## src/logic/soc_cfg_pkg.sv

```systemverilog
// soc_cfg_pkg: address map, bus widths and RAM depth of the on-chip memory subsystem
package soc_cfg_pkg;

   // bus widths
   localparam int ADDR_W = 32;             // byte address
   localparam int DATA_W = 128;            // one RAM line per beat
   localparam int STRB_W = DATA_W / 8;
   localparam int TAG_W  = 4;              // requester tag, source bit sits above it

   // RAM window, base 0 and 64 KB
   localparam logic [ADDR_W-1:0] RAM_BASE = 32'h0000_0000;
   localparam logic [ADDR_W-1:0] RAM_MASK = 32'h0000_ffff;

   // array geometry
   localparam int RAM_LINES   = 4096;      // 64 KB / 16 bytes
   localparam int LINE_OFFSET = 4;         // byte offset bits within a line

endpackage

```

## src/logic/mem_bus_pkg.sv

```systemverilog
// mem_bus_pkg: request and response structs of the single-beat memory bus
package mem_bus_pkg;

   // tag on the shared side, src is 0 for cached memory and 1 for IO
   typedef struct packed {
      logic                          src;
      logic [soc_cfg_pkg::TAG_W-1:0] tag;
   } src_tag_t;

   // request after the combiner
   typedef struct packed {
      logic                           write;
      logic [soc_cfg_pkg::ADDR_W-1:0] addr;
      logic [soc_cfg_pkg::STRB_W-1:0] strb;   // byte enables, writes only
      logic [soc_cfg_pkg::DATA_W-1:0] data;
      src_tag_t                       tag;
   } mem_req_t;

   typedef struct packed {
      logic                           write;
      logic                           err;    // address outside the RAM window
      logic [soc_cfg_pkg::DATA_W-1:0] data;
      src_tag_t                       tag;
   } mem_rsp_t;

   // requester side, no source bit
   typedef struct packed {
      logic                           write;
      logic [soc_cfg_pkg::ADDR_W-1:0] addr;
      logic [soc_cfg_pkg::STRB_W-1:0] strb;
      logic [soc_cfg_pkg::DATA_W-1:0] data;
      logic [soc_cfg_pkg::TAG_W-1:0]  tag;
   } port_req_t;

   typedef struct packed {
      logic                           write;
      logic                           err;
      logic [soc_cfg_pkg::DATA_W-1:0] data;
      logic [soc_cfg_pkg::TAG_W-1:0]  tag;
   } port_rsp_t;

endpackage

```

## src/logic/mem_combiner.sv

```systemverilog
`timescale 1ns/100ps
// mem_combiner: round-robin merge of the memory and IO requesters onto one bus
module mem_combiner (
   input  logic                   ram_clk,
   input  logic                   rst_i,
   // port 0, cached memory
   input  logic                   p0_req_valid_i,
   input  mem_bus_pkg::port_req_t p0_req_i,
   output logic                   p0_req_ready_o,
   output logic                   p0_rsp_valid_o,
   output mem_bus_pkg::port_rsp_t p0_rsp_o,
   input  logic                   p0_rsp_ready_i,
   // port 1, IO to memory
   input  logic                   p1_req_valid_i,
   input  mem_bus_pkg::port_req_t p1_req_i,
   output logic                   p1_req_ready_o,
   output logic                   p1_rsp_valid_o,
   output mem_bus_pkg::port_rsp_t p1_rsp_o,
   input  logic                   p1_rsp_ready_i,
   // merged side
   output logic                   m_req_valid_o,
   output mem_bus_pkg::mem_req_t  m_req_o,
   input  logic                   m_req_ready_i,
   input  logic                   m_rsp_valid_i,
   input  mem_bus_pkg::mem_rsp_t  m_rsp_i,
   output logic                   m_rsp_ready_o
);

   logic                   last_q;     // 1 when port 1 won the last transfer
   logic                   gnt0;
   logic                   gnt1;
   logic                   rsp_src;
   mem_bus_pkg::port_req_t sel_req;
   mem_bus_pkg::port_rsp_t rsp_port;

   // on a tie the port that did not win last time goes first
   assign gnt0 = p0_req_valid_i && (!p1_req_valid_i || last_q);
   assign gnt1 = p1_req_valid_i && (!p0_req_valid_i || !last_q);

   assign m_req_valid_o  = gnt0 || gnt1;
   assign p0_req_ready_o = gnt0 && m_req_ready_i;
   assign p1_req_ready_o = gnt1 && m_req_ready_i;

   always_comb begin
      sel_req         = gnt1 ? p1_req_i : p0_req_i;
      m_req_o.write   = sel_req.write;
      m_req_o.addr    = sel_req.addr;
      m_req_o.strb    = sel_req.strb;
      m_req_o.data    = sel_req.data;
      m_req_o.tag.src = gnt1;           // source bit above the tag
      m_req_o.tag.tag = sel_req.tag;
   end

   always_ff @(posedge ram_clk) begin
      if (rst_i) begin
         last_q <= 1'b1;                // port 0 first out of reset
      end else if (m_req_valid_o && m_req_ready_i) begin
         last_q <= gnt1;
      end
   end

   // responses go back by source bit
   assign rsp_src = m_rsp_i.tag.src;

   always_comb begin
      rsp_port.write = m_rsp_i.write;
      rsp_port.err   = m_rsp_i.err;
      rsp_port.data  = m_rsp_i.data;
      rsp_port.tag   = m_rsp_i.tag.tag;
   end

   assign p0_rsp_valid_o = m_rsp_valid_i && !rsp_src;
   assign p1_rsp_valid_o = m_rsp_valid_i && rsp_src;
   assign p0_rsp_o       = rsp_port;
   assign p1_rsp_o       = rsp_port;
   assign m_rsp_ready_o  = rsp_src ? p1_rsp_ready_i : p0_rsp_ready_i;

   a_one_grant: assert property (
      @(posedge ram_clk) disable iff (rst_i)
      !(gnt0 && gnt1)
   ) else $error("CHECK FAILED: mem_combiner gnt0=%h gnt1=%h", gnt0, gnt1);

endmodule

```

## config.mk

```make
export PLATFORM = sky130hd
export DESIGN_NAME = mem_combiner
export DESIGN_NICKNAME = d
export VERILOG_FILES = /design/src/logic/soc_cfg_pkg.sv /design/src/logic/mem_bus_pkg.sv /design/src/logic/mem_combiner.sv
export SDC_FILE = /design/constraint.sdc
export NUM_CORES = 1
export LEC_CHECK = 0
export BUFFER_PORTS_ARGS = -buffer_cell sky130_fd_sc_hd__buf_2
export CAP_MARGIN = 5
export CORE_AREA = 2 2 378 380
export CTS_CLUSTER_SIZE = 28
export DETAILED_ROUTE_END_ITERATION = 10
export DIE_AREA = 0 0 380 382
export GPL_TIMING_DRIVEN = 0
export PLACE_DENSITY = 0.32
export SLEW_MARGIN = 20
export SYNTH_ARGS = -nofsm -noshare
export SYNTH_HDL_FRONTEND = slang
export SYNTH_SLANG_ARGS = --single-unit
```

## constraint.sdc

```tcl
create_clock -name ram_clk -period 1.3 [get_ports ram_clk]
set_input_delay 0.065 -clock ram_clk [delete_from_list [all_inputs] [get_ports ram_clk]]
set_output_delay 0.065 -clock ram_clk [all_outputs]
set_load 0.01 [all_outputs]
```

[After elaboration in Yosys (flattened, before gate mapping)]
Cells that the tools add are included.
Word-level totals
  bits in registers: 1
Operators by class
  mux-type cells: 2
  reduce and logical (&&, ||, !) cells: 14
Operators by type and width (count)
  181-bit two-way mux: 1
  1-bit logical AND: 7
  1-bit logical NOT: 4
  1-bit logical OR: 3
  1-bit two-way mux: 1

[Depth between registers and ports, before layout]
  depth in word-level cells: 5
  gate-level depth with buffers: 4

[Worst setup path before layout]
OpenSTA, ideal clock, no wires.
  kind: reg-to-output
  from: reg last_q
  to: out m_req_o[157] (netlist name)
  arrival: 1212 ps
  data required time: 1235 ps
  slack: 23 ps
  cell stages (with the launch flop): 5
  buffers on the path: 2
  cell sequence: dfxtp_1 -> a21boi_4 -> buf_8 -> buf_12 -> mux2_1
RTL lines
  start: declaration: line mem_combiner.sv:29  | logic last_q;
  start signal: assignment: line mem_combiner.sv:58  | last_q <= gnt1;
  end: declaration: line mem_combiner.sv:22  | output mem_bus_pkg::mem_req_t m_req_o,

==> results.json <==
{
  "syn_inst": 481,
  "netlist_area_sq_um": 5060,
  "ys_warn_count": 0,
  "tightestPinTransition_ns": 0.229,
  "wl_per_cell_um": 18.9,
  "fin_crit_ns": 1.57,
  "grt_max_degree": 11,
  "slew-limit-headroom": 0.848,
  "synth_area_leaders": "mux2_4 42%, buf_4 40%, mux2_2 9.1%",
  "via_per_inst": 2.11,
  "crit_arrival_ns": 1.51,
  "synth_top_area_cell": "mux2_4",
  "cp-end-kind": "primary output",
  "p_leak_nw": 6.35,
  "hold_end": "last_q",
  "r2r-start": "last_q",
  "fin_nets": 1827,
  "drv_slew": 0,
  "clk_pin_slew_ns": 0,
  "vdd_drop_max_mv": 0.157,
  "clk_latency_ns": 0,
  "pin_count": 961,
  "core_sq_um": 141000,
  "synth_seq_area_share": 0.00395,
  "cp.required_ns": 1.24,
  "status": "complete, but fails checks",
  "reg2reg_slack_ns": 0.41,
  "grt_pass1_vias": 6475,
  "tns_ns": -36.34,
  "finalPower_w": 0.00471,
  "area_growth_pct": 147,
  "min_path_type": "input pin to register",
  "hold_start": "rst_i",
  "rsz0062_at_grt": "yes",
  "synth.top_cell.area_share": 0.415,
  "hold_viol_final": 0,
  "final_cell_count_no_fill": 3227,
  "routed_wl_um": 61000,
  "ys_types": 14,
  "critPathKind": "register to primary output",
  "setup_viol": 180,
  "reg2reg_to": "last_q",
  "die-width_um": 380,
  "synth_seq_cells": 1,
  "violations": "negative setup slack",
  "power_density_nw_per_um2": 376,
  "drive_gt1_frac": 0.995,
  "fmax_mhz": 636,
  "grt_usage": 0.0777,
  "overflow": 0,
  "place_hpwl_um": 58400,
  "reg_top3": "last_q: 1 flops",
  "worstRegToRegCells": 3,
  "drt_iter0_drc": 182,
  "drc": 0,
  "largest_register_ffs": 1,
  "setup_ws_ns": -0.272,
  "crit_fanout": 7,
  "io_buffer_count": 826,
  "syn_nets": 986,
  "fin_skew_ns": 0,
  "start_util": 0.0359,
  "postCtsHoldBufs": 0,
  "drt_pass1_iterations": 4,
  "finalCritPeriodShare": 1.21,
  "die_area_sq_um": 145000,
  "holdPathStages": 2,
  "row_count": 138,
  "final_util": 0.0889,
  "drv_cap": 0,
  "syn_area_per_cell_sq_um": 10.5,
  "vias": 6823,
  "postRouteAntennaNets": 0,
  "regMostFlops": "last_q",
  "critPathLaunchType": "register",
  "grt_pass1_wl_um": 73300,
  "placed_cells": 3197,
  "antenna_found_initial": 94,
  "die_h_um": 382,
  "whs_ns": 0.273,
  "routabilityCongestion": 0.931
}
==> critical path: stages (launching register included) <==
cell	delay (ns)
dfxtp_2	0.31
a21boi_4	0.23
buf_12	0.18
buf_12	0.16
clkbuf_16	0.17
mux2_4	0.30
buf_6	0.12
==> repair_timing <==
item | 4_1_cts | 5_1_grt
endpoints found under the setup margin | 181 | 182
pin swaps | 0 | 1
setup buffers | 10 | 3
cloned | 2 | 2
resized for setup | 64 | 87
==> per-layer routing <==
layer / share of wire / up-vias / routed length, um / track usage
li1: - / 3049 / - / -
met1: 0.40 / 2942 / 24600 / 0.103
met2: 0.47 / 662 / 28600 / 0.133
met3: 0.10 / 156 / 6320 / 0.0178
met4: 0.023 / 14 / 1410 / 0.00382
met5: 0.0015 / - / 91 / 0
==> layout make-up <==
type / count / area [sq um]
fill: 16642 / 128000
timing repair buffer: 842 / 5040
buffer: 286 / 2360
sequential: 1 / 21.3
multi-input combinational: 191 / 2690
antenna: 17 / 42.5
tap: 1890 / 2360
==> where the power goes <==
part / switching [W] / internal, W / total (W) / leakage [nW]
sequential: 0.00000227 / 0.0000341 / 0.0000364 / 0.00800
clock: 0 / 0.00000000187 / 0.00000000187 / 0.000108
combinational: 0.00190 / 0.00277 / 0.00467 / 6.35
total: 0.00190 / 0.00281 / 0.00471 / 6.35
==> cells by family (layout without fill, tap and decap cells) <==
kind of cell / count (synthesis) / count (layout) / synth area share
buf+inv: 289 / 1128 / 0.474
mux: 182 / 182 / 0.508
simple gates: 7 / 7 / 0.00766
compound gates: 2 / 2 / 0.00568
flops: 1 / 1 / 0.00395
other cells: 0 / 17 / 0
==> how the worst max path moves through the flow <==
stage	cells after the start	startpoint	slack [ns]	end
6_report	6	last_q	-0.27	m_req_o[152]
5_1_grt	6	last_q	-0.33	m_req_o[147]
4_1_cts	6	last_q	-0.29	m_req_o[150]
3_5_place_dp	5	last_q	-0.41	m_req_o[125]
3_3_place_gp	5	last_q	-0.41	m_req_o[125]
2_1_floorplan	4	last_q	0.02	m_req_o[157]
==> layout by cell type, fill, tap and decap left out <==
cell type,instances
buf_2,722
buf_4,276
mux2_4,152
buf_6,103
mux2_2,29
buf_12,24
diode_2,17
nor2b_1,2
clkbuf_16,2
a21boi_4,1
mux2_1,1
or2_2,1
and2_1,1
nand2_1,1
nor2_1,1
and2_4,1
a221o_1,1
buf_16,1
dfxtp_2,1
==> cell usage after synthesis (all sizes together) <==
cell / number
mux2: 182
dfxtp: 1
nand2: 1
nor2: 1
buf: 289
nor2b: 2
and2: 2
a21boi: 1
or2: 1
a221o: 1
==> metrics by stage <==
stage | worst slack (ns) | area, sq um
after floorplan | 0.0229 | 5060
after global placement | -0.407 | 11600
after detailed placement | -0.414 | 11600
after CTS | -0.286 | 12000
after global routing | -0.331 | 12500
final | -0.272 | 12500
(Power assumes the default switching activity.)
